===== src/common/soc_pkg.sv =====
`default_nettype none

package soc_pkg;

  // ----------------------------------------
  // Bus types
  // ----------------------------------------
  typedef logic [31:0] addr_t;
  typedef logic [31:0] data_t;
  typedef logic [7:0]  gpio_t;

  // Byte offset of a register inside a 256-byte peripheral window
  typedef logic [7:0]  reg_off_t;

  typedef enum logic [7:0] {
    DBG_NOP        = 8'd0,
    DBG_READ       = 8'd1,
    DBG_WRITE      = 8'd2,
    DBG_PERIPH_RST = 8'd3
  } dbg_cmd_t;

  // ----------------------------------------
  // Memory map, end addresses exclusive
  // ----------------------------------------
  localparam addr_t RAM_START   = 32'h0000_0000;
  localparam addr_t RAM_END     = 32'h0000_0400;
  localparam addr_t TIMER_START = 32'h0000_8000;
  localparam addr_t TIMER_END   = 32'h0000_8100;
  localparam addr_t GPIO_START  = 32'h0000_8100;
  localparam addr_t GPIO_END    = 32'h0000_8200;

  localparam int RAM_WORDS = 256;
  localparam int RAM_AW    = $clog2(RAM_WORDS);

  // Timer registers
  localparam reg_off_t TMR_CTRL  = 8'h00;
  localparam reg_off_t TMR_COUNT = 8'h04;
  localparam reg_off_t TMR_CMP   = 8'h08;

  // GPIO registers
  localparam reg_off_t GPIO_DIR = 8'h00;
  localparam reg_off_t GPIO_OUT = 8'h04;
  localparam reg_off_t GPIO_IN  = 8'h08;
  localparam reg_off_t GPIO_IRQ = 8'h0C;

endpackage

`default_nettype wire


===== src/source/timer.sv =====
`timescale 1ns/1ps
`default_nettype none

module timer import soc_pkg::*; (
  input  wire logic  clk,
  input  wire logic  rst_i,
  input  wire logic  cyc_i,
  input  wire logic  stb_i,
  input  wire logic  we_i,
  input  wire addr_t adr_i,
  input  wire data_t dat_i,
  output data_t      dat_o,
  output logic       ack_o,
  output logic       irq_o
);

  logic     en;
  data_t    count;
  data_t    cmp;
  reg_off_t off;
  logic     access;

  assign off    = adr_i[7:0];
  assign access = cyc_i & stb_i & ~ack_o;

  // ----------------------------------------
  // Counter and register writes
  // ----------------------------------------
  always_ff @(posedge clk) begin
    if (rst_i) begin
      en    <= 1'b0;
      count <= '0;
      cmp   <= '0;
      irq_o <= 1'b0;
      ack_o <= 1'b0;
    end else begin
      ack_o <= access;
      irq_o <= 1'b0;
      if (en) begin
        // Restart also when compare was moved below the count
        if (count >= cmp) begin
          count <= '0;
          irq_o <= 1'b1;
        end else begin
          count <= count + 1'b1;
        end
      end
      if (access && we_i) begin
        case (off)
          TMR_CTRL: en  <= dat_i[0];
          TMR_CMP:  cmp <= dat_i;
          default:  ;
        endcase
      end
    end
  end

  // Readback
  always_ff @(posedge clk) begin
    if (access) begin
      case (off)
        TMR_CTRL:  dat_o <= {31'b0, en};
        TMR_COUNT: dat_o <= count;
        TMR_CMP:   dat_o <= cmp;
        default:   dat_o <= '0;
      endcase
    end
  end

endmodule

`default_nettype wire


===== config.mk =====
export PLATFORM = sky130hd
export DESIGN_NAME = timer
export DESIGN_NICKNAME = d
export VERILOG_FILES = /design/src/common/soc_pkg.sv /design/src/source/timer.sv
export SDC_FILE = /design/constraint.sdc
export NUM_CORES = 1
export LEC_CHECK = 0
export ABC_CLOCK_PERIOD_IN_PS = 2900
export BUFFER_PORTS_ARGS = -buffer_cell sky130_fd_sc_hd__buf_2
export CAP_MARGIN = 30
export CORE_MARGIN = 4
export CORE_UTILIZATION = 35
export DETAILED_ROUTE_END_ITERATION = 7
export PLACE_DENSITY = 0.65
export SLEW_MARGIN = 20
export SYNTH_ARGS = -nofsm -noshare
export SYNTH_HDL_FRONTEND = slang
export SYNTH_SLANG_ARGS = --single-unit

===== constraint.sdc =====
create_clock -name clk -period 2.9 [get_ports clk]
set_input_delay 0.145 -clock clk [delete_from_list [all_inputs] [get_ports clk]]
set_output_delay 0.145 -clock clk [all_outputs]
set_load 0.05 [all_outputs]

==> impl_metrics.toml <==
[outcome]
status = "completed"

[worst_hold_path]
hold_class = "input pin to flip-flop"
worstHoldStart = "dat_i[5]"

[pwr]
p_per_area_mw_per_mm2 = 487
p_sw_share_pct = 21.8
leakagePower_nw = 2.23
internal_power_mw = 2.25
p_seq_share_pct = 50.1
p_clk_share_pct = 44.9
finalPower_mw = 2.88
switching_power_uw = 630
ir_worst_vdd_mv = 0.220
pwr-share-comb_pct = 5.0

[yosys]
ys_ff_latch = 99
synth_nets = 611
synth.most_common_cell = "nand2_1"
ys_types = 42
netlist_instances = 509
synth_top_cells_by_count = "nand2_1, dfxtp_1, a21oi_1, inv_1, ha_1"
synth_top_area_share_pct = 26.9
ys.flop_type = "dfxtp_1"
ys_seq_area_share_pct = 46.1
synth_edf_count = 32
yosysWarnings = 0
synth_top_cell_by_area = "dfxtp_1"
syn_avg_cell_area_sq_um = 9.81
syn_area_sq_mm = 0.00499
ys_top_cells_by_area = "dfxtp_1, edfxtp_1, ha_1"
synthArstFlopShare_pct = 0

[setup_path]
cp_num_buf_inv = 1
path_max_fanout = 8
crit_path_end_kind = "flip-flop"
cp_cell_sequence = "ha_1, a21oi_1, o21ai_0, a221o_1, a211oi_4, a31oi_4, buf_4, nor3_2"
critPathTopFamily = "compound AO/OA/AOI/OAI gates"
required_ps = 3180
start_kind = "flip-flop"
cp_slowest_stage_delay_ps = 440
critPathLaunch = "count[23]"
critical_path_class = "flip-flop to flip-flop"
worstReg2RegStart = "count[23]"
critPathSlowestCell = "dfxtp_1"
cp.arrival_ps = 2920

[die]
std_cell_rows = 43
chipWidth_um = 127
io_pins = 103
coreArea_sq_mm = 0.0139
dieArea_sq_mm = 0.0162
die_h_um = 127
start_util_pct = 35.8

[cells_and_area]
syn2layout_area_growth_pct = 18.7
n_antenna_cell = 0
layout.nets = 688
drive_gt1_share_pct = 24.0

[global_route]
grt_use_total_pct = 15.4
grt_pass1_vias = 4077
grt_max_degree = 32
grt_overflow = 0
grt_pass1_wl_um = 19900
antenna_found_initial = 0

[clocking]
post_cts_resized = 0
clk_path_buf_depth = 2
postCtsSetupBuffers = 0
htreeDepth = 3
root_buffer = "clkbuf_16"
clk_latency_ps = 350
cts_tree = "built"
clk_pin_slew_worst_paths_ps = 70
cts_inserted_buffers = 9
hold_buffers = 0
clock-sinks = 99

[placed_design]
port_buffers = 78
place_congestion = 0.872
dpl.hpwl_um = 8600
dp_slack_ps = 375

[timing]
fin_crit_sh_pct = 91.1
tightest_slew_ps = 748
finalMaxSlewViolations = 0
hold_viol = 0
min_period_ps = 2640
tns_ps = 0
max_slew_margin_pct = 49.8
setup_viol = 0
max_freq_mhz = 379
grt_setup_unrepaired = "false"
layout_setup_ws_ps = 258
hold_ws_ps = 24.4
skew_ps = 6.87

[drt]
drc_errors = 0
ant_nets = 0
route.detailed.wl_per_inst_um = 15.6
first_iter_violations = 239
via_per_inst = 5.09
routed_wl_um = 12000
firstDrtPassIters = 4
vias = 3927

[flow_run]
cap_violations = 0
state kept, by name (all words and copies together), names as in the netlist:
name   cells
cmp       32
dat_o     32
irq_o      1
count     32
en         1
ack_o      1
layout by cell type (no fill, tap or decap), types with 2 or more instances in the layout:
cell | Yosys | final
nor3_1 | 9 | 8
ha_1 | 33 | 33
a21o_1 | 3 | 3
nand3_1 | 15 | 15
nor4_1 | 2 | 2
nor2_1 | 11 | 10
dfxtp_1 | 67 | 67
buf_4 | 3 | 12
buf_2 | 2 | 78
and3_1 | 5 | 5
xor2_1 | 22 | 22
nand4_1 | 18 | 18
a21oi_1 | 45 | 45
and4_1 | 6 | 6
xnor2_1 | 7 | 7
o21ai_0 | 5 | 5
nand2_1 | 84 | 84
o2111ai_1 | 3 | 3
bufinv_16 | 0 | 2
a22o_1 | 31 | 31
inv_1 | 39 | 39
a31oi_1 | 2 | 2
clkbuf_16 | 0 | 9
edfxtp_1 | 32 | 32
mux2i_1 | 2 | 2
nor3_2 | 28 | 29
metrics by stage:
step	utilization, %	area (sq um)	std cells
3_3_place_gp	40.2	5610	755
3_5_place_dp	40.2	5610	755
2_1_floorplan	-	4990	509
6_report	42.5	5930	771
4_1_cts	42.5	5930	771
5_1_grt	42.5	5930	771
path summary, 6_finish.rpt:
path / to / slack (ps) / cells past startpoint
worst min register to register: cmp[23] / 470 / 2
worst max register to register: count[10] / 260 / 8
worst max-delay path: count[10] / 260 / 8
worst min-delay path: cmp[5] / 20 / 3
layer usage:
| metal | routed length [um] | global-route usage [%] | vias to the layer above |
|---|---|---|---|
| met3 | 576 | 3.39 | 20 |
| met5 | 0 | 0 | - |
| met4 | 257 | 6.31 | 0 |
| met1 | 5510 | 20.0 | 1855 |
| met2 | 5650 | 24.7 | 88 |
| li1 | - | - | 1964 |
area by class of cell:
class                           instances  area [sq um]
Clock inverter                          5          76.3
Sequential cell                        99          2300
Multi-Input combinational cell        346          2430
Timing Repair Buffer                   91           500
Clock buffer                           11           243
Inverter                               39           146
Fill cell                            1375          8010
Tap cell                              180           225
tightest hold or removal path, delay by kind of cell:
family / cells / cell delay (ps)
AO/OA/AOI/OAI: 1 / 50
buffers and inverters: 1 / 100
AND/OR/NAND/NOR: 1 / 40
power groups by stage:
stage	registers [mW]	clock network (mW)	logic, mW
5_1_grt	1.45	1.38	0.153
4_1_cts	1.45	1.32	0.145
6_report	1.45	1.29	0.143
3_5_place_dp	1.48	0	0.144
2_1_floorplan	1.53	0	0.0283
3_3_place_gp	1.48	0	0.143
kinds of logic (layout without fill, tap and decap cells):
logic type      after synthesis  in the layout  share of synthesized area [%]
xor+xnor                     29             29                           5.09
mux                           2              2                          0.401
buf+inv                      64            146                           5.54
fa+ha+maj                    33             33                           8.27
simple gates                184            184                           20.9
compound gates               98             98                           13.7
flops                        99             99                           46.1
No activity file was read; power rests on OpenSTA's default activity.
