[config.mk]
export PLATFORM = sky130hd
export DESIGN_NAME = dbg_module
export DESIGN_NICKNAME = d
export VERILOG_FILES = /design/src/common/soc_pkg.sv /design/src/debug/dbg_module.sv
export SDC_FILE = /design/constraint.sdc
export NUM_CORES = 1
export LEC_CHECK = 0
export BUFFER_PORTS_ARGS = -buffer_cell sky130_fd_sc_hd__buf_2
export CAP_MARGIN = 40
export CORE_MARGIN = 1
export CORE_UTILIZATION = 38
export CTS_CLUSTER_DIAMETER = 80
export CTS_CLUSTER_SIZE = 12
export DETAILED_ROUTE_END_ITERATION = 16
export PLACE_DENSITY = 0.73
export SYNTH_ARGS = -nofsm -noshare
export SYNTH_HDL_FRONTEND = slang
export SYNTH_SLANG_ARGS = --single-unit
[constraint.sdc]
create_clock -name clk -period 4.15 [get_ports clk]
set_input_delay 0.83 -clock clk [delete_from_list [all_inputs] [get_ports clk]]
set_output_delay 0.83 -clock clk [all_outputs]
set_load 0.005 [all_outputs]
[src/common/soc_pkg.sv]
`default_nettype none

package soc_pkg;

  // ----------------------------------------
  // Bus types
  // ----------------------------------------
  typedef logic [31:0] addr_t;
  typedef logic [31:0] data_t;
  typedef logic [7:0]  gpio_t;

  // Byte offset of a register inside a 256-byte peripheral window
  typedef logic [7:0]  reg_off_t;

  typedef enum logic [7:0] {
    DBG_NOP        = 8'd0,
    DBG_READ       = 8'd1,
    DBG_WRITE      = 8'd2,
    DBG_PERIPH_RST = 8'd3
  } dbg_cmd_t;

  // ----------------------------------------
  // Memory map, end addresses exclusive
  // ----------------------------------------
  localparam addr_t RAM_START   = 32'h0000_0000;
  localparam addr_t RAM_END     = 32'h0000_0400;
  localparam addr_t TIMER_START = 32'h0000_8000;
  localparam addr_t TIMER_END   = 32'h0000_8100;
  localparam addr_t GPIO_START  = 32'h0000_8100;
  localparam addr_t GPIO_END    = 32'h0000_8200;

  localparam int RAM_WORDS = 256;
  localparam int RAM_AW    = $clog2(RAM_WORDS);

  // Timer registers
  localparam reg_off_t TMR_CTRL  = 8'h00;
  localparam reg_off_t TMR_COUNT = 8'h04;
  localparam reg_off_t TMR_CMP   = 8'h08;

  // GPIO registers
  localparam reg_off_t GPIO_DIR = 8'h00;
  localparam reg_off_t GPIO_OUT = 8'h04;
  localparam reg_off_t GPIO_IN  = 8'h08;
  localparam reg_off_t GPIO_IRQ = 8'h0C;

endpackage

`default_nettype wire

[src/debug/dbg_module.sv]
`timescale 1ns/1ps
`default_nettype none

module dbg_module import soc_pkg::*; (
  input  wire logic     clk,
  input  wire logic     rst_i,
  // Debug port
  input  wire dbg_cmd_t cmd_i,
  input  wire addr_t    addr_i,
  input  wire data_t    data_i,
  output data_t         data_o,
  output logic          ready_o,
  output logic          periph_rst_o,
  // Wishbone master
  output logic          wb_cyc_o,
  output logic          wb_stb_o,
  output logic          wb_we_o,
  output addr_t         wb_adr_o,
  output data_t         wb_dat_o,
  input  wire data_t    wb_dat_i,
  input  wire logic     wb_ack_i
);

  typedef enum logic [1:0] {
    IDLE,
    BUS,
    DONE,
    RESET
  } state_t;

  state_t state;

  logic  we_q;
  addr_t addr_q;
  data_t data_q;

  // ----------------------------------------
  // Command FSM
  // ----------------------------------------
  always_ff @(posedge clk) begin
    if (rst_i) begin
      state  <= IDLE;
      data_o <= '0;
    end else begin
      case (state)
        IDLE: begin
          case (cmd_i)
            DBG_READ, DBG_WRITE: state <= BUS;
            DBG_PERIPH_RST:      state <= RESET;
            default:             state <= IDLE;
          endcase
        end
        BUS: begin
          // Single bus cycle, finished on the slave acknowledge
          if (wb_ack_i) begin
            state <= DONE;
            if (!we_q) begin
              data_o <= wb_dat_i;
            end
          end
        end
        RESET:   state <= DONE;
        DONE:    state <= IDLE;
        default: state <= IDLE;
      endcase
    end
  end

  // Request fields, frozen outside IDLE
  always_ff @(posedge clk) begin
    if (state == IDLE) begin
      we_q   <= (cmd_i == DBG_WRITE);
      addr_q <= addr_i;
      data_q <= data_i;
    end
  end

  // ----------------------------------------
  // Outputs decoded from the state register
  // ----------------------------------------
  assign ready_o      = (state == IDLE);
  assign periph_rst_o = (state == RESET);

  assign wb_cyc_o = (state == BUS);
  assign wb_stb_o = (state == BUS);
  assign wb_we_o  = we_q;
  assign wb_adr_o = addr_q;
  assign wb_dat_o = data_q;

endmodule

`default_nettype wire

==> flow_metrics.tcl <==
set metrics [dict create \
    first_pass_iters 4 \
    grt_pass1_vias 2224 \
    cellLeakagePower_uw 0.002033 \
    vias_per_cell 4.614 \
    slowest_delay_ns 0.54 \
    grt_max_degree 46 \
    drv_cap 0 \
    ys_ff_latch 99 \
    min-delay-start "data_o[7]" \
    peakVddDrop_mv 0.1602 \
    rows 33 \
    grt_overflow 0 \
    hold_viol 0 \
    rsz0062_at_grt "false" \
    ys_top_cells_by_area "edfxtp_1 (61%), dfxtp_1 (21%), nand2_1 (7.6%)" \
    postCtsHoldBufs 0 \
    layout-drive-gt1-share_pct 51.95 \
    arrival_ns 1.56 \
    first_iter_violations 77 \
    ys_async_sr_fraction_pct 0 \
    cp-start-kind "register" \
    final_core_util_pct 55.09 \
    synth.distinct_cells 20 \
    cp-end-kind "primary output" \
    r2r_start "state[1]" \
    max_freq_mhz 418.8 \
    hold_path_class "register to register" \
    cts_buffers 9 \
    wl_um 7814 \
    hpwlAfterDp_um 5842 \
    grt_usage_pct 17.13 \
    setup_tns_ns 0 \
    postCtsSetupBuffers 0 \
    synth_top_area_share_pct 60.77 \
    ant_nets 0 \
    syn-instance-count 224 \
    cts_tree "built" \
    yosysTopAreaCell "edfxtp_1" \
    cellInternalPower_uw 1374 \
    finalPower_uw 1775 \
    cts_root_buf "clkbuf_8" \
    path_cells "nor2_4 -> buf_2" \
    dieHeight_um 93.94 \
    ys.flop_type "edfxtp_1" \
    synth_seq_area_share_pct 81.96 \
    cts.sinks 99 \
    synthesis.nets 331 \
    vias 2501 \
    layout.nets 539 \
    seqPwrFrac_pct 61.6 \
    finalCritPeriodShare_pct 57.54 \
    start_util_pct 39.09 \
    pwr-share-comb_pct 5.9 \
    required_ns 3.32 \
    areaGrowthSynthToFinish_pct 40.94 \
    synth_top_cells_by_count "edfxtp_1 (65), nand2_1 (65), dfxtp_1 (34)" \
    min_to "data_o[7]" \
    port_buffers 207 \
    rrSetupSlack_ns 2.21 \
    setup_viol 0 \
    syn_area_um2 3212 \
    relSlewSlack_pct 56.50 \
    grt_pass1_wl_um 11100 \
    clkPwrFrac_pct 32.5 \
    hold_depth 2 \
    avgSynthCellArea_um2 14.34 \
    swShare_pct 22.61 \
    finalMaxSlewViolations 0 \
    avgRoutedWirePerCell_um 14.42 \
    power_density_nw_per_um2 392.1 \
    status "completed" \
    synth_warnings 0 \
    clk_path_buf_depth 2 \
    cp_top_family "simple AND/OR/NAND/NOR gates" \
    die_width_um 93.94 \
    die_area_um2 8824 \
    r2r-end "wb_dat_o[25]" \
    dp.cells 526 \
    worst_slew_pin_slew_ns 0.6526 \
    cts_max_level 3 \
    diodes 0 \
    critical_path.max_fanout 23 \
    power.switching_uw 401.4 \
    critPathKind "register to primary output" \
    synth-edff-count 65 \
    crit_path_top_delay_cell "nor2_4" \
    clkTransAtPathRegs_ns 0.10 \
    clock_skew_ns 0.007339 \
    drc 0 \
    gp_congestion 0.7144 \
    core_um2 8217 \
    r2r_cells 2 \
    fin_cells 542 \
    critPathBufInv 1 \
    fin_crit_ns 2.388 \
    clk_latency_ns 0.35 \
    antenna_found_initial 0 \
    cts_resized 0 \
    io_pins 208 \
]
[per-stage QoR]
stage          cell area [µm²]  hold slack (ns)  setup WS [ns]
5_1_grt                   4527           0.4769          1.623
4_1_cts                   4527           0.4564          1.708
2_1_floorplan             3212           0.4527         0.1410
6_report                  4527           0.4544          1.762
3_3_place_gp              4343           0.4387          2.175
3_5_place_dp              4343           0.4430          2.125
[metal layers]
layer	GRT usage, %	wire length (µm)	vias to the layer above
met5	0	0	-
met4	7.564	146	0
met3	5.906	710	15
met2	30.41	3992	121
met1	18.28	2965	1167
li1	-	-	1198
[flip-flops by register name, summed over array words and instances, names as in the netlist]
signal    cells
data_o       32
wb_adr_o     32
wb_dat_o     32
state         2
wb_we_o       1
[area by class of cell]
cell class | instances | area [µm²]
flip-flops and latches | 99 | 2633
fillers | 721 | 3690
inverters | 1 | 3.754
repair buffers | 210 | 1059
clock buffers | 9 | 123.9
clock inverters | 7 | 60.06
well taps | 105 | 131.4
multi-input cells | 111 | 516.7
[kinds of logic (layout without fill, tap and decap cells)]
| logic type | Yosys count | in the layout | share of synthesized area (%) |
|---|---|---|---|
| buffers and inverters | 14 | 227 | 2.649 |
| flip-flops | 99 | 99 | 81.96 |
| AND/OR/NAND/NOR | 75 | 75 | 9.427 |
| AO/OA/AOI/OAI | 36 | 36 | 5.960 |
[power groups by stage]
stage / Sequential [µW] / Combinational [µW] / Clock [µW]
floorplan: 1120 / 10.0 / 0
global placement: 1120 / 103 / 0
detailed placement: 1120 / 106 / 0
CTS: 1090 / 106 / 601
global route: 1100 / 115 / 634
finish: 1090 / 105 / 577
[worst reg2reg max path, cell delays in order, from the launching register on]
cell,delay (ns)
dfxtp_1,0.42
nor2_4,0.54
buf_4,0.59
[worst max path at each step]
stage          cells past startpoint      end  startpoint  slack, ns
2_1_floorplan                      1  ready_o    state[1]       0.14
3_3_place_gp                       2  ready_o    state[1]       2.18
3_5_place_dp                       2  ready_o    state[1]       2.13
4_1_cts                            2  ready_o    state[1]       1.71
5_1_grt                            2  ready_o    state[1]       1.62
6_report                           2  ready_o    state[1]       1.76
[cells in the final DEF (no fill, tap or decap), types with 2 or more instances in the layout]
master,Yosys,final
edfxtp_1,65,65
a21oi_1,32,32
clkbuf_8,0,9
clkinv_4,0,2
nor2_1,4,3
nand2_1,65,65
inv_8,0,2
buf_4,1,3
dfxtp_1,34,34
buf_2,5,207
Note: power is estimated with default switching activity, not from simulation.
