$ cat src/common/soc_pkg.sv
`default_nettype none

package soc_pkg;

  // ----------------------------------------
  // Bus types
  // ----------------------------------------
  typedef logic [31:0] addr_t;
  typedef logic [31:0] data_t;
  typedef logic [7:0]  gpio_t;

  // Byte offset of a register inside a 256-byte peripheral window
  typedef logic [7:0]  reg_off_t;

  typedef enum logic [7:0] {
    DBG_NOP        = 8'd0,
    DBG_READ       = 8'd1,
    DBG_WRITE      = 8'd2,
    DBG_PERIPH_RST = 8'd3
  } dbg_cmd_t;

  // ----------------------------------------
  // Memory map, end addresses exclusive
  // ----------------------------------------
  localparam addr_t RAM_START   = 32'h0000_0000;
  localparam addr_t RAM_END     = 32'h0000_0400;
  localparam addr_t TIMER_START = 32'h0000_8000;
  localparam addr_t TIMER_END   = 32'h0000_8100;
  localparam addr_t GPIO_START  = 32'h0000_8100;
  localparam addr_t GPIO_END    = 32'h0000_8200;

  localparam int RAM_WORDS = 256;
  localparam int RAM_AW    = $clog2(RAM_WORDS);

  // Timer registers
  localparam reg_off_t TMR_CTRL  = 8'h00;
  localparam reg_off_t TMR_COUNT = 8'h04;
  localparam reg_off_t TMR_CMP   = 8'h08;

  // GPIO registers
  localparam reg_off_t GPIO_DIR = 8'h00;
  localparam reg_off_t GPIO_OUT = 8'h04;
  localparam reg_off_t GPIO_IN  = 8'h08;
  localparam reg_off_t GPIO_IRQ = 8'h0C;

endpackage

`default_nettype wire

$ cat src/source/wb_decoder.sv
`timescale 1ns/1ps
`default_nettype none

module wb_decoder import soc_pkg::*; (
  input  wire logic  clk,
  input  wire logic  rst_i,
  // Master side
  input  wire logic  m_cyc_i,
  input  wire logic  m_stb_i,
  input  wire logic  m_we_i,
  input  wire addr_t m_adr_i,
  input  wire data_t m_dat_i,
  output data_t      m_dat_o,
  output logic       m_ack_o,
  // Shared slave request
  output logic       s_cyc_o,
  output logic       s_we_o,
  output addr_t      s_adr_o,
  output data_t      s_dat_o,
  // Per-slave strobe and response
  output logic       ram_stb_o,
  output logic       tmr_stb_o,
  output logic       gpio_stb_o,
  input  wire data_t ram_dat_i,
  input  wire data_t tmr_dat_i,
  input  wire data_t gpio_dat_i,
  input  wire logic  ram_ack_i,
  input  wire logic  tmr_ack_i,
  input  wire logic  gpio_ack_i
);

  logic ram_sel;
  logic tmr_sel;
  logic gpio_sel;
  logic none_sel;
  logic none_ack;

  // Offset compare also rejects addresses below the start (wraps high)
  assign ram_sel  = (m_adr_i - RAM_START) < (RAM_END - RAM_START);
  assign tmr_sel  = (m_adr_i - TIMER_START) < (TIMER_END - TIMER_START);
  assign gpio_sel = (m_adr_i - GPIO_START) < (GPIO_END - GPIO_START);
  assign none_sel = ~(ram_sel | tmr_sel | gpio_sel);

  assign s_cyc_o = m_cyc_i;
  assign s_we_o  = m_we_i;
  assign s_adr_o = m_adr_i;
  assign s_dat_o = m_dat_i;

  assign ram_stb_o  = m_cyc_i & m_stb_i & ram_sel;
  assign tmr_stb_o  = m_cyc_i & m_stb_i & tmr_sel;
  assign gpio_stb_o = m_cyc_i & m_stb_i & gpio_sel;

  // Unmapped accesses get acknowledged here
  always_ff @(posedge clk) begin
    if (rst_i) begin
      none_ack <= 1'b0;
    end else begin
      none_ack <= m_cyc_i & m_stb_i & none_sel & ~none_ack;
    end
  end

  // Response mux, zero data for unmapped reads
  always_comb begin
    m_dat_o = '0;
    m_ack_o = none_ack;
    if (ram_sel) begin
      m_dat_o = ram_dat_i;
      m_ack_o = ram_ack_i;
    end else if (tmr_sel) begin
      m_dat_o = tmr_dat_i;
      m_ack_o = tmr_ack_i;
    end else if (gpio_sel) begin
      m_dat_o = gpio_dat_i;
      m_ack_o = gpio_ack_i;
    end
  end

endmodule

`default_nettype wire

$ cat config.mk
export PLATFORM = sky130hd
export DESIGN_NAME = wb_decoder
export DESIGN_NICKNAME = d
export VERILOG_FILES = /design/src/common/soc_pkg.sv /design/src/source/wb_decoder.sv
export SDC_FILE = /design/constraint.sdc
export NUM_CORES = 1
export LEC_CHECK = 0
export BUFFER_PORTS_ARGS = -buffer_cell sky130_fd_sc_hd__buf_2
export CORE_AREA = 2 2 103 105
export DETAILED_ROUTE_END_ITERATION = 12
export DIE_AREA = 0 0 105 107
export PLACE_DENSITY = 0.61
export SLEW_MARGIN = 25
export SYNTH_ARGS = -nofsm -noshare
export SYNTH_HDL_FRONTEND = slang
export SYNTH_SLANG_ARGS = --single-unit
$ cat constraint.sdc
create_clock -name clk -period 3.45 [get_ports clk]
set_input_delay 0.69 -clock clk [delete_from_list [all_inputs] [get_ports clk]]
set_output_delay 0.69 -clock clk [all_outputs]
set_load 0.02 [all_outputs]
==> flow_summary.json <==
{
  "design_power_total_mw": 0.187,
  "synth_enable_flop_cells": 0,
  "dieHeight_um": 107,
  "yosys_most_used_dff": "dfxtp_1",
  "post-dp-hpwl_um": 5370,
  "io_pins": 270,
  "wl_per_cell_um": 12.6,
  "finalWeightedCongestion": 0.853,
  "path_buf_inv": 3,
  "hold_path_startpoint": "none_ack",
  "post_synth_inst_count": 305,
  "synth_largest_area_cell": "buf_4",
  "synth-compound-area-share_pct": 30.1,
  "type_of_the_setup_path_with_the_least_slack": "in -> out",
  "outcome": "complete, no violations",
  "grt-ovfl-total": 0,
  "synth_fp_nets": 475,
  "pin_slew_with_the_least_headroom_to_its_limit_ps": 431,
  "synth_area_leaders": "buf_4 27%, o21a_1 14%, o21ai_1 8.8%",
  "fp.dieArea_um2": 11200,
  "largest_register_ffs": 1,
  "post-route-drc-count": 0,
  "start_kind": "primary input",
  "total_count_of_hold_check_failures_in_the_final_report": 0,
  "synth_cell_type_count": 40,
  "final_period_minus_worst_setup_slack_ps": 3450,
  "dr.first_iter.drc_count": 71,
  "fp.dieW_um": 105,
  "synthToLayoutAreaGrowth_pct": 56.9,
  "post_synth_fa_ha_maj_area_fraction_pct": 1.38,
  "postRouteAntennaNets": 0,
  "ys_seq_elements": 1,
  "ys_warn_count": 0,
  "cp_cell_sequence": "buf_8, ha_4, o21a_1, a221o_1, a2111oi_4, o21ai_4, clkbuf_16, mux2i_1, a31oi_1, buf_2",
  "synth.area.mux_share_pct": 1.66,
  "initial_utilization_pct": 18.0,
  "share_of_post_route_cells_with_drive_strength_above_1_pct": 52.5,
  "avgSynthCellArea_um2": 5.95,
  "setup_viol": 0,
  "critical_path_arrival_ps": 2760,
  "synth_commonest_cells": "66 x buf_4, 41 x nor2_1, 36 x inv_1, 36 x nand2_1, 33 x o21a_1",
  "reg_top3": "none_ack (1)",
  "power.ir.vdd_worst_uv": 43.4,
  "grt_max_degree": 37,
  "grt_antenna_before_repair": 1,
  "cellLeakagePower_nw": 1.50,
  "unrepaired_setup_endpoints_after_global_routing": "true",
  "synth_sequential_area_ratio_pct": 1.10,
  "clk_lat_worst_skew_ps": 0,
  "max_slew_margin_pct": 71.0,
  "fin_skew_ps": 0,
  "routed_via_density": 4.19,
  "final_cell_count_no_fill": 573,
  "combinational_family_with_the_most_area_after_synthesis": "buffers and inverters",
  "post_synth_xor_area_fraction_pct": 0.966,
  "yosysMostFrequentCell": "buf_4",
  "cts.clk_slew.worst_paths_ps": 0,
  "asyncSetResetFlopFracSynth_pct": 0,
  "core-area_um2": 10100,
  "wl_um": 7230,
  "layout_worst_path_cycle_share_pct": 99.9,
  "std_cell_rows": 37,
  "slowest_delay_ps": 440,
  "mappedNetlistArea_um2": 1810,
  "synth-simple-area-share_pct": 25.5,
  "timing.critical_path.from": "m_adr_i[15]",
  "placedCellCount": 568,
  "startpoint_of_the_lowest_slack_register_to_register_path": "none_ack",
  "timing_max_transition_violations_final": 0,
  "worst_ep_required_time_ps": 2760,
  "grt_util_all_layers_pct": 10.1,
  "drtPass1Iterations": 4,
  "pwr_density_cell_nw_per_um2": 65.7,
  "netlist.area_leader.share_pct": 27.3,
  "grt_pass1_wl_um": 9720,
  "first_global_vias": 2090,
  "cap_violations": 0,
  "dr_total_vias": 2403,
  "largest-register": "none_ack",
  "critical_path.max_fanout": 17,
  "finish.net_count": 608,
  "io_buffers": 187,
  "maxClockFrequency_mhz": 290,
  "fillerInstances": 1145,
  "end_kind": "primary output",
  "timing.critical_path.max_delay_family": "compound AO/OA/AOI/OAI gates",
  "hold_path.class": "reg -> reg",
  "critPathSlowestCell": "a2111oi_4",
  "ctsHoldBuffers": 0
}
## per-layer routing
| layer | routed length (um) | vias to the layer above | global-route usage (%) |
|---|---|---|---|
| met4 | 106 | 0 | 1.90 |
| li1 | - | 1207 | - |
| met5 | 0 | - | 0 |
| met1 | 2940 | 1050 | 12.6 |
| met2 | 3550 | 134 | 18.6 |
| met3 | 640 | 12 | 1.22 |
## per-stage QoR
| stage | util (%) | cell area [um^2] | hold slack (ps) | setup TNS, ps | setup slack, ps |
|---|---|---|---|---|---|
| after floorplan | - | 1810 | 573 | 0 | 244 |
| after global routing | 28.2 | 2850 | 621 | -1840 | -94.3 |
| final | 28.2 | 2850 | 586 | 0 | 1.84 |
| after detailed placement | 25.4 | 2560 | 590 | -2270 | -119 |
| after CTS | 25.8 | 2600 | 588 | 0 | 7.01 |
| after global placement | 25.4 | 2560 | 592 | -948 | -86.9 |
## path summary, 6_finish.rpt
path / to / slack, ps / cells past startpoint
worst min register to register: none_ack / 590 / 2
worst max-delay path: m_ack_o / 2 / 10
worst min-delay path: none_ack / 590 / 2
worst max register to register: none_ack / 2750 / 2
## power breakdown
part	total (mW)	switching, mW	leakage [nW]	internal [mW]
Sequential	0.0125	0.000200	0.00820	0.0123
Combinational	0.175	0.0864	1.50	0.0882
Clock	0.0000000388	0	0.00000634	0.0000000388
Total	0.187	0.0866	1.50	0.101
## cell type report
| class | instances | area (um^2) | area share (%) |
|---|---|---|---|
| Timing Repair Buffer | 211 | 1330 | 46.9 |
| Tap cell | 136 | 170 | 5.98 |
| Antenna cell | 1 | 2.50 | 0.0879 |
| Multi-Input combinational cell | 188 | 1180 | 41.5 |
| Inverter | 36 | 138 | 4.84 |
| Sequential cell | 1 | 20.0 | 0.703 |
## repair_timing
action | CTS | global route
endpoints found under the setup margin | 33 | 33
gates resized for setup | 4 | 51
buffers inserted | 0 | 1
gates cloned | 0 | 3
pin swaps | 0 | 5
## placed cells by master, fill, tap and decap left out, drive strengths merged, types with 2 or more instances in the layout
cell type	count
nor2	41
nand2	36
nand4	2
nand3	5
o21ai	34
o21a	33
nor3	5
clkbuf	3
buf	208
ha	2
a2111oi	2
inv	36
mux2i	3
nor4	6
## logic make-up after synthesis
kind of cell    count (synthesis)
compound gates                 80
xor+xnor                        2
fa+ha+maj                       2
buf+inv                       116
flops                           1
mux                             3
simple gates                  101
## worst reg2reg max path, delay by kind of cell, from the launching register on
family,cells,cell delay (ps)
DFF,1,280
and+or+nand+nor,2,350
Power figures use the tool's default switching activity.
