--- src/common/soc_pkg.sv ---
`default_nettype none

package soc_pkg;

  // ----------------------------------------
  // Bus types
  // ----------------------------------------
  typedef logic [31:0] addr_t;
  typedef logic [31:0] data_t;
  typedef logic [7:0]  gpio_t;

  // Byte offset of a register inside a 256-byte peripheral window
  typedef logic [7:0]  reg_off_t;

  typedef enum logic [7:0] {
    DBG_NOP        = 8'd0,
    DBG_READ       = 8'd1,
    DBG_WRITE      = 8'd2,
    DBG_PERIPH_RST = 8'd3
  } dbg_cmd_t;

  // ----------------------------------------
  // Memory map, end addresses exclusive
  // ----------------------------------------
  localparam addr_t RAM_START   = 32'h0000_0000;
  localparam addr_t RAM_END     = 32'h0000_0400;
  localparam addr_t TIMER_START = 32'h0000_8000;
  localparam addr_t TIMER_END   = 32'h0000_8100;
  localparam addr_t GPIO_START  = 32'h0000_8100;
  localparam addr_t GPIO_END    = 32'h0000_8200;

  localparam int RAM_WORDS = 256;
  localparam int RAM_AW    = $clog2(RAM_WORDS);

  // Timer registers
  localparam reg_off_t TMR_CTRL  = 8'h00;
  localparam reg_off_t TMR_COUNT = 8'h04;
  localparam reg_off_t TMR_CMP   = 8'h08;

  // GPIO registers
  localparam reg_off_t GPIO_DIR = 8'h00;
  localparam reg_off_t GPIO_OUT = 8'h04;
  localparam reg_off_t GPIO_IN  = 8'h08;
  localparam reg_off_t GPIO_IRQ = 8'h0C;

endpackage

`default_nettype wire

--- src/source/gpio_module.sv ---
`timescale 1ns/1ps
`default_nettype none

module gpio_module import soc_pkg::*; (
  input  wire logic  clk,
  input  wire logic  rst_i,
  input  wire logic  cyc_i,
  input  wire logic  stb_i,
  input  wire logic  we_i,
  input  wire addr_t adr_i,
  input  wire data_t dat_i,
  input  wire gpio_t val_i,
  output data_t      dat_o,
  output logic       ack_o,
  output gpio_t      dir_o,
  output gpio_t      val_o,
  output logic       irq_o
);

  gpio_t    out_q;
  gpio_t    sync1;
  gpio_t    sync2;
  gpio_t    prev;
  gpio_t    status;
  gpio_t    clr;
  reg_off_t off;
  logic     access;

  assign off    = adr_i[7:0];
  assign access = cyc_i & stb_i & ~ack_o;
  assign clr    = (access && we_i && off == GPIO_IRQ) ? dat_i[7:0] : '0;

  // Input synchroniser, free running so a reset sees no false edge
  always_ff @(posedge clk) begin
    sync1 <= val_i;
    sync2 <= sync1;
    prev  <= sync2;
  end

  always_ff @(posedge clk) begin
    if (rst_i) begin
      dir_o  <= '0;
      out_q  <= '0;
      status <= '0;
      ack_o  <= 1'b0;
    end else begin
      ack_o <= access;
      // New edges win over a clear in the same cycle
      status <= (status & ~clr) | (sync2 & ~prev);
      if (access && we_i) begin
        case (off)
          GPIO_DIR: dir_o <= dat_i[7:0];
          GPIO_OUT: out_q <= dat_i[7:0];
          default:  ;
        endcase
      end
    end
  end

  always_ff @(posedge clk) begin
    if (access) begin
      case (off)
        GPIO_DIR: dat_o <= {24'b0, dir_o};
        GPIO_OUT: dat_o <= {24'b0, val_o};
        GPIO_IN:  dat_o <= {24'b0, sync2};
        GPIO_IRQ: dat_o <= {24'b0, status};
        default:  dat_o <= '0;
      endcase
    end
  end

  assign val_o = out_q & dir_o;
  assign irq_o = |status;

endmodule

`default_nettype wire

--- config.mk ---
export PLATFORM = sky130hd
export DESIGN_NAME = gpio_module
export DESIGN_NICKNAME = d
export VERILOG_FILES = /design/src/common/soc_pkg.sv /design/src/source/gpio_module.sv
export SDC_FILE = /design/constraint.sdc
export NUM_CORES = 1
export LEC_CHECK = 0
export BUFFER_PORTS_ARGS = -buffer_cell sky130_fd_sc_hd__clkbuf_2
export CORE_AREA = 2 2 76 78
export DETAILED_ROUTE_END_ITERATION = 10
export DIE_AREA = 0 0 78 80
export PLACE_DENSITY = 0.77
export SKIP_CTS_REPAIR_TIMING = 1
export SLEW_MARGIN = 10
export SYNTH_ARGS = -nofsm -noshare
export SYNTH_HDL_FRONTEND = slang
export SYNTH_SLANG_ARGS = --single-unit
--- constraint.sdc ---
create_clock -name clk -period 2.15 [get_ports clk]
set_clock_uncertainty 0.05 [all_clocks]
set_input_delay 0.43 -clock clk [delete_from_list [all_inputs] [get_ports clk]]
set_output_delay 0.43 -clock clk [all_outputs]
set_load 0.05 [all_outputs]
==> impl_metrics.csv, run 1 <==
group,metric,value,unit
global_routing,track_usage,14.9,%
worst_hold_path,hold_path.class,"primary input to register",
placed_design,portBuffers,54,
setup_path,timing.rr.start,"ack_o",
floorplanning,core,5410,sq um
logic_synthesis,synth.avg_cell_area,10.8,sq um
detailed_routing,first_pass_iters,4,
flow_run,drv_cap,0,
clock_network,ctsRootBufferMaster,"clkbuf_8",
global_routing,grt_max_degree,34,
logic_synthesis,ys_seq_area_share,53.0,%
timing,drv_slew,0,
timing,finalWorstSetupSlack,0.305,ns
global_routing,grt_pass1_wl,7.11,mm
logic_synthesis,yosys_register_bits,57,
worst_hold_path,worstHoldStart,"val_i[6]",
setup_path,reg2reg_depth,3,
setup_path,critical_path_required,1.67,ns
timing,max-slew-margin-rel,63.5,%
detailed_routing,ant_nets,0,
timing,min_period,1.85,ns
timing,worst_slew_pin_slew,0.547,ns
setup_path,critPathArrivalTime,1.37,ns
detailed_routing,wl_per_cell,12.8,um
clock_network,htreeDepth,3,
final_layout,area_growth,19.9,%
detailed_routing,drt-vias-per-instance,4.72,
logic_synthesis,synthTopCellsByArea,"dfxtp_1 (43%), mux2i_1 (10%), edfxtp_1 (10%), buf_4 (7.8%), nand2b_1 (7.1%)",
logic_synthesis,synthCells,213,
logic_synthesis,synth-edff-count,8,
final_layout,stdcell_count,349,
timing,fin_hold_ws,0.154,ns
final_layout,utilization,51.1,%
worst_hold_path,hold_depth,1,
placed_design,gp_congestion,0.772,
logic_synthesis,synthFlopType,"dfxtp_1",
final_layout,antenna_cells,0,
clock_network,numCtsBuffers,9,
timing,setup_viol,0,
placed_design,dp_cells,333,
timing,rsz0062_at_grt,"no",
setup_path,crit_type,"register to output pin",
setup_path,crit_path_start_kind,"register",
detailed_routing,drc,0,
logic_synthesis,synth_most_common_cell,"dfxtp_1",
placed_design,dpl.hpwl,3.17,mm
power_and_ir_drop,p_total,2.35,mW
floorplanning,die_w,78,um
floorplanning,io_pins,127,
global_routing,overflow,0,
logic_synthesis,ys_top_cells_by_count,"dfxtp_1 (49), nand2b_1 (26), buf_4 (24), mux2i_1 (24)",
placed_design,pre_cts_slack,0.0747,ns
final_layout,drive_gt1_share,29.2,%
global_routing,antenna_found_initial,0,
detailed_routing,via_count,1646,
floorplanning,die_h,80,um
timing,finalHoldViolCount,0,
power_and_ir_drop,leakage,1.23,nW
timing,fmax,542,MHz
placed_design,placed_cell_area,2570,sq um
logic_synthesis,yosysUniqueCellTypes,22,
timing,final.period_utilization,85.8,%
clock_network,path_clk_slew,0.07,ns
clock_network,cts_tree,"done",
logic_synthesis,yosys.area.top_type,"dfxtp_1",
clock_network,clockBufferDepth,2,
worst_hold_path,holdPathEnd,"sync1[6]",
detailed_routing,first_iter_violations,75,
clock_network,clock_latency,0.32,ns
power_and_ir_drop,powerDensity,849,nW/um^2
logic_synthesis,synth_warnings,0,
clock_network,cts_sinks,57,
setup_path,reg2reg_to,"out_q[4]",
setup_path,cp_max_fo,3,
logic_synthesis,ys_async_sr_fraction,0,%
setup_path,critPathCaptureType,"output pin",
outcome,status,"finished clean",
floorplanning,initial_core_util,42.7,%
logic_synthesis,synth_top_area_share,42.5,%
detailed_routing,drt_wl_total,4.48,mm
power_and_ir_drop,ir_drop,0.417,mV
setup_path,ff2ff_setup_slack,0.58,ns
timing,setup_tns,0,ns
final_layout,design_area,2760,sq um
final_layout,final_nets,349,
floorplanning,num_rows,27,
global_routing,grt_pass1_vias,1488,
logic_synthesis,syn_area,2310,sq um
floorplanning,die-area,6240,sq um
-- layout by cell type (no fill, tap or decap), types with 10 or more instances in the layout --
cell	instances
a211oi_1	16
clkbuf_2	54
clkbuf_8	10
conb_1	24
dfxtp_1	49
mux2i_1	24
nand2b_1	26
nor2_1	10
nor2b_1	16
-- how the worst max path moves through the flow --
stage | from | end | slack [ns] | cells after the start
after floorplan | adr_i[5] | out_q[0] | 0.24 | 4
after global placement | adr_i[5] | out_q[6] | 0.09 | 4
after detailed placement | adr_i[5] | out_q[3] | 0.07 | 4
after CTS | status[2] | irq_o | 0.25 | 3
after global routing | status[2] | irq_o | 0.20 | 3
final | status[2] | irq_o | 0.30 | 3
-- critical path, cell delays in order, from the launching register on --
cell and delay, ns:
dfxtp_1 0.33, nor4_1 0.36, nand2_1 0.11, clkbuf_2 0.25
-- routing by layer --
layer	wire length, um	global-route usage (%)	up-vias
li1	-	-	806
met4	34	8.25	0
met2	2070	22.2	61
met5	0	0	-
met3	346	4.98	4
met1	2020	19.0	775
-- logic make-up (layout without fill, tap and decap cells) --
family                 count (synthesis)  in the layout  share of synthesized area, %
AOI/OAI and AO/OA                     24             24                          7.38
buffers and inverters                 34             75                          9.82
DFF                                   57             57                          53.0
muxes                                 24             24                          10.4
other                                  1             24                         0.163
and+or+nand+nor                       73             73                          19.3
-- registers in the layout, indices dropped and copies added, names as in the netlist --
register and count:
dir_o 8, ack_o 1, dat_o 8, sync1 8, sync2 8, out_q 8
prev 8, status 8
-- where the power goes --
group	total (mW)	switching [mW]	internal, mW
Sequential	1.14	0.0196	1.12
Combinational	0.243	0.179	0.0647
Clock	0.965	0.407	0.559
-- layout make-up --
class	instances	area [sq um]
Timing Repair Buffer	59	308
Sequential cell	57	1220
Clock inverter	6	56.3
Clock buffer	10	138
Fill cell	495	2640
Multi-Input combinational cell	145	951
Tap cell	72	90.1
Note: power is estimated with default switching activity, not from simulation.
==> run 2: changes to the inputs <==
==> constraint.sdc (replaced) <==
create_clock -name clk -period 2.15 [get_ports clk]
set_clock_uncertainty 0.05 [all_clocks]
set_input_delay 0.1075 -clock clk [delete_from_list [all_inputs] [get_ports clk]]
set_output_delay 0.1075 -clock clk [all_outputs]
set_load 0.05 [all_outputs]
==> impl_metrics.csv, run 2 (synthesis gave the netlist of run 1 again) <==
group,metric,value,unit
outcome,status,"finished clean",
clock_network,cts_sinks,57,
floorplanning,die_h,80,um
detailed_routing,wl_per_cell,12.8,um
global_routing,grt_pass1_wl,7.11,mm
worst_hold_path,hold_path.class,"primary input to register",
floorplanning,die_w,78,um
timing,drv_slew,0,
setup_path,timing.rr.start,"ack_o",
timing,max-slew-margin-rel,63.0,%
setup_path,crit_path_start_kind,"primary input",
final_layout,final_nets,359,
final_layout,final_cell_mix,"clkbuf_2 (54), dfxtp_1 (49), nand2b_1 (26), mux2i_1 (24), conb_1 (24)",
setup_path,critPathBufInv,2,
timing,finalHoldViolCount,0,
floorplanning,die-area,6240,sq um
floorplanning,num_rows,27,
setup_path,crit_family,"simple AND/OR/NAND/NOR gates",
setup_path,critical_path_required,2.31,ns
setup_path,reg2reg_depth,3,
placed_design,pre_cts_slack,0.394,ns
flow_run,drv_cap,0,
timing,min_period,1.60,ns
timing,setup_viol,0,
final_layout,layout_commonest_cell,"clkbuf_2",
floorplanning,initial_core_util,42.7,%
detailed_routing,first_pass_iters,4,
setup_path,ff2ff_setup_slack,0.56,ns
detailed_routing,drc,0,
setup_path,crit_type,"primary input to register",
setup_path,cp_max_fo,8,
final_layout,multiInputGateArea,951,sq um
timing,worst_slew_pin_slew,0.555,ns
clock_network,clockBufferDepth,2,
final_layout,area_growth,24.1,%
final_layout,antenna_cells,0,
worst_hold_path,holdPathEnd,"out_q[0]",
detailed_routing,via_count,1646,
setup_path,slowest_delay,0.66,ns
detailed_routing,drt-vias-per-instance,4.58,
power_and_ir_drop,p_total,2.34,mW
timing,finalWorstSetupSlack,0.554,ns
detailed_routing,first_iter_violations,84,
setup_path,cp_slowest_cell,"or4_4",
floorplanning,io_pins,127,
timing,rsz0062_at_grt,"no",
clock_network,ctsRootBufferMaster,"clkbuf_8",
timing,final.period_utilization,74.2,%
power_and_ir_drop,powerDensity,816,nW/um^2
global_routing,track_usage,15.3,%
final_layout,seq_area,1220,sq um
final_layout,fillers,500,
floorplanning,core,5410,sq um
power_and_ir_drop,leakage,1.27,nW
global_routing,antenna_found_initial,0,
timing,fmax,627,MHz
global_routing,grt_pass1_vias,1477,
global_routing,grt_max_degree,34,
setup_path,critPathCaptureType,"register",
worst_hold_path,worstHoldStart,"dat_i[0]",
clock_network,path_clk_slew,0.06,ns
power_and_ir_drop,ir_drop,0.430,mV
setup_path,reg2reg_to,"out_q[4]",
timing,fin_hold_ws,0.0110,ns
final_layout,drive_gt1_share,27.9,%
final_layout,design_area,2860,sq um
placed_design,placed_cell_area,2570,sq um
clock_network,cts_tree,"done",
setup_path,worstPathCellList,"dlygate4sd3_1, clkbuf_2, nand4b_1, or4_4, mux2i_1",
placed_design,portBuffers,54,
placed_design,gp_congestion,0.726,
clock_network,numCtsBuffers,9,
placed_design,dpl.hpwl,3.13,mm
global_routing,overflow,0,
clock_network,htreeDepth,3,
detailed_routing,drt_wl_total,4.61,mm
clock_network,clock_latency,0.32,ns
timing,setup_tns,0,ns
worst_hold_path,hold_depth,3,
detailed_routing,ant_nets,0,
setup_path,critPathArrivalTime,1.75,ns
[run 2: changes by cell type in the layout (fill, tap and decap cells not counted)]
cell / change
clkbuf_8: +3
clkbuf_1: +1
dlygate4sd3_1: +10
inv_4: -1
bufinv_16: -1
clkinv_2: -2
[run 2: area by class of cell]
cell class	count	area share (%)
clock inverters	2	0.350
multi-input cells	145	33.2
repair buffers	69	14.2
flip-flops and latches	57	42.7
clock buffers	14	6.38
well taps	72	3.15
[run 2: layer usage]
layer | vias to the layer above | track usage, % | part of all wire, %
met1 | 761 | 19.9 | 49
li1 | 826 | - | -
met3 | 7 | 3.85 | 4.9
met5 | - | 0 | 0
met2 | 52 | 23.0 | 45
met4 | 0 | 8.95 | 1.6
[run 2: worst max path at each step]
| stage | end | startpoint | depth (start not counted) |
|---|---|---|---|
| after global placement | out_q[6] | adr_i[5] | 4 |
| after global routing | out_q[6] | ack_o | 3 |
| after detailed placement | out_q[7] | adr_i[5] | 4 |
| after floorplan | out_q[0] | ack_o | 4 |
| after CTS | out_q[4] | ack_o | 3 |
| final | out_q[4] | stb_i | 5 |
[run 2: through the flow]
step	util, %	std cells
after floorplan	-	236
after global placement	47.5	333
after detailed placement	47.5	333
after CTS	51.1	349
after global routing	53.0	359
final	53.0	359
[run 2: power by group]
group | switching [mW] | internal [mW]
registers | 0.0191 | 1.12
clock network | 0.399 | 0.541
logic | 0.182 | 0.0766
[run 2: tightest hold or removal path, delay by kind of cell]
| kind | cells | cell delay (ns) |
|---|---|---|
| buffers and inverters | 1 | 0.09 |
| muxes | 1 | 0.07 |
| and+or+nand+nor | 1 | 0.08 |
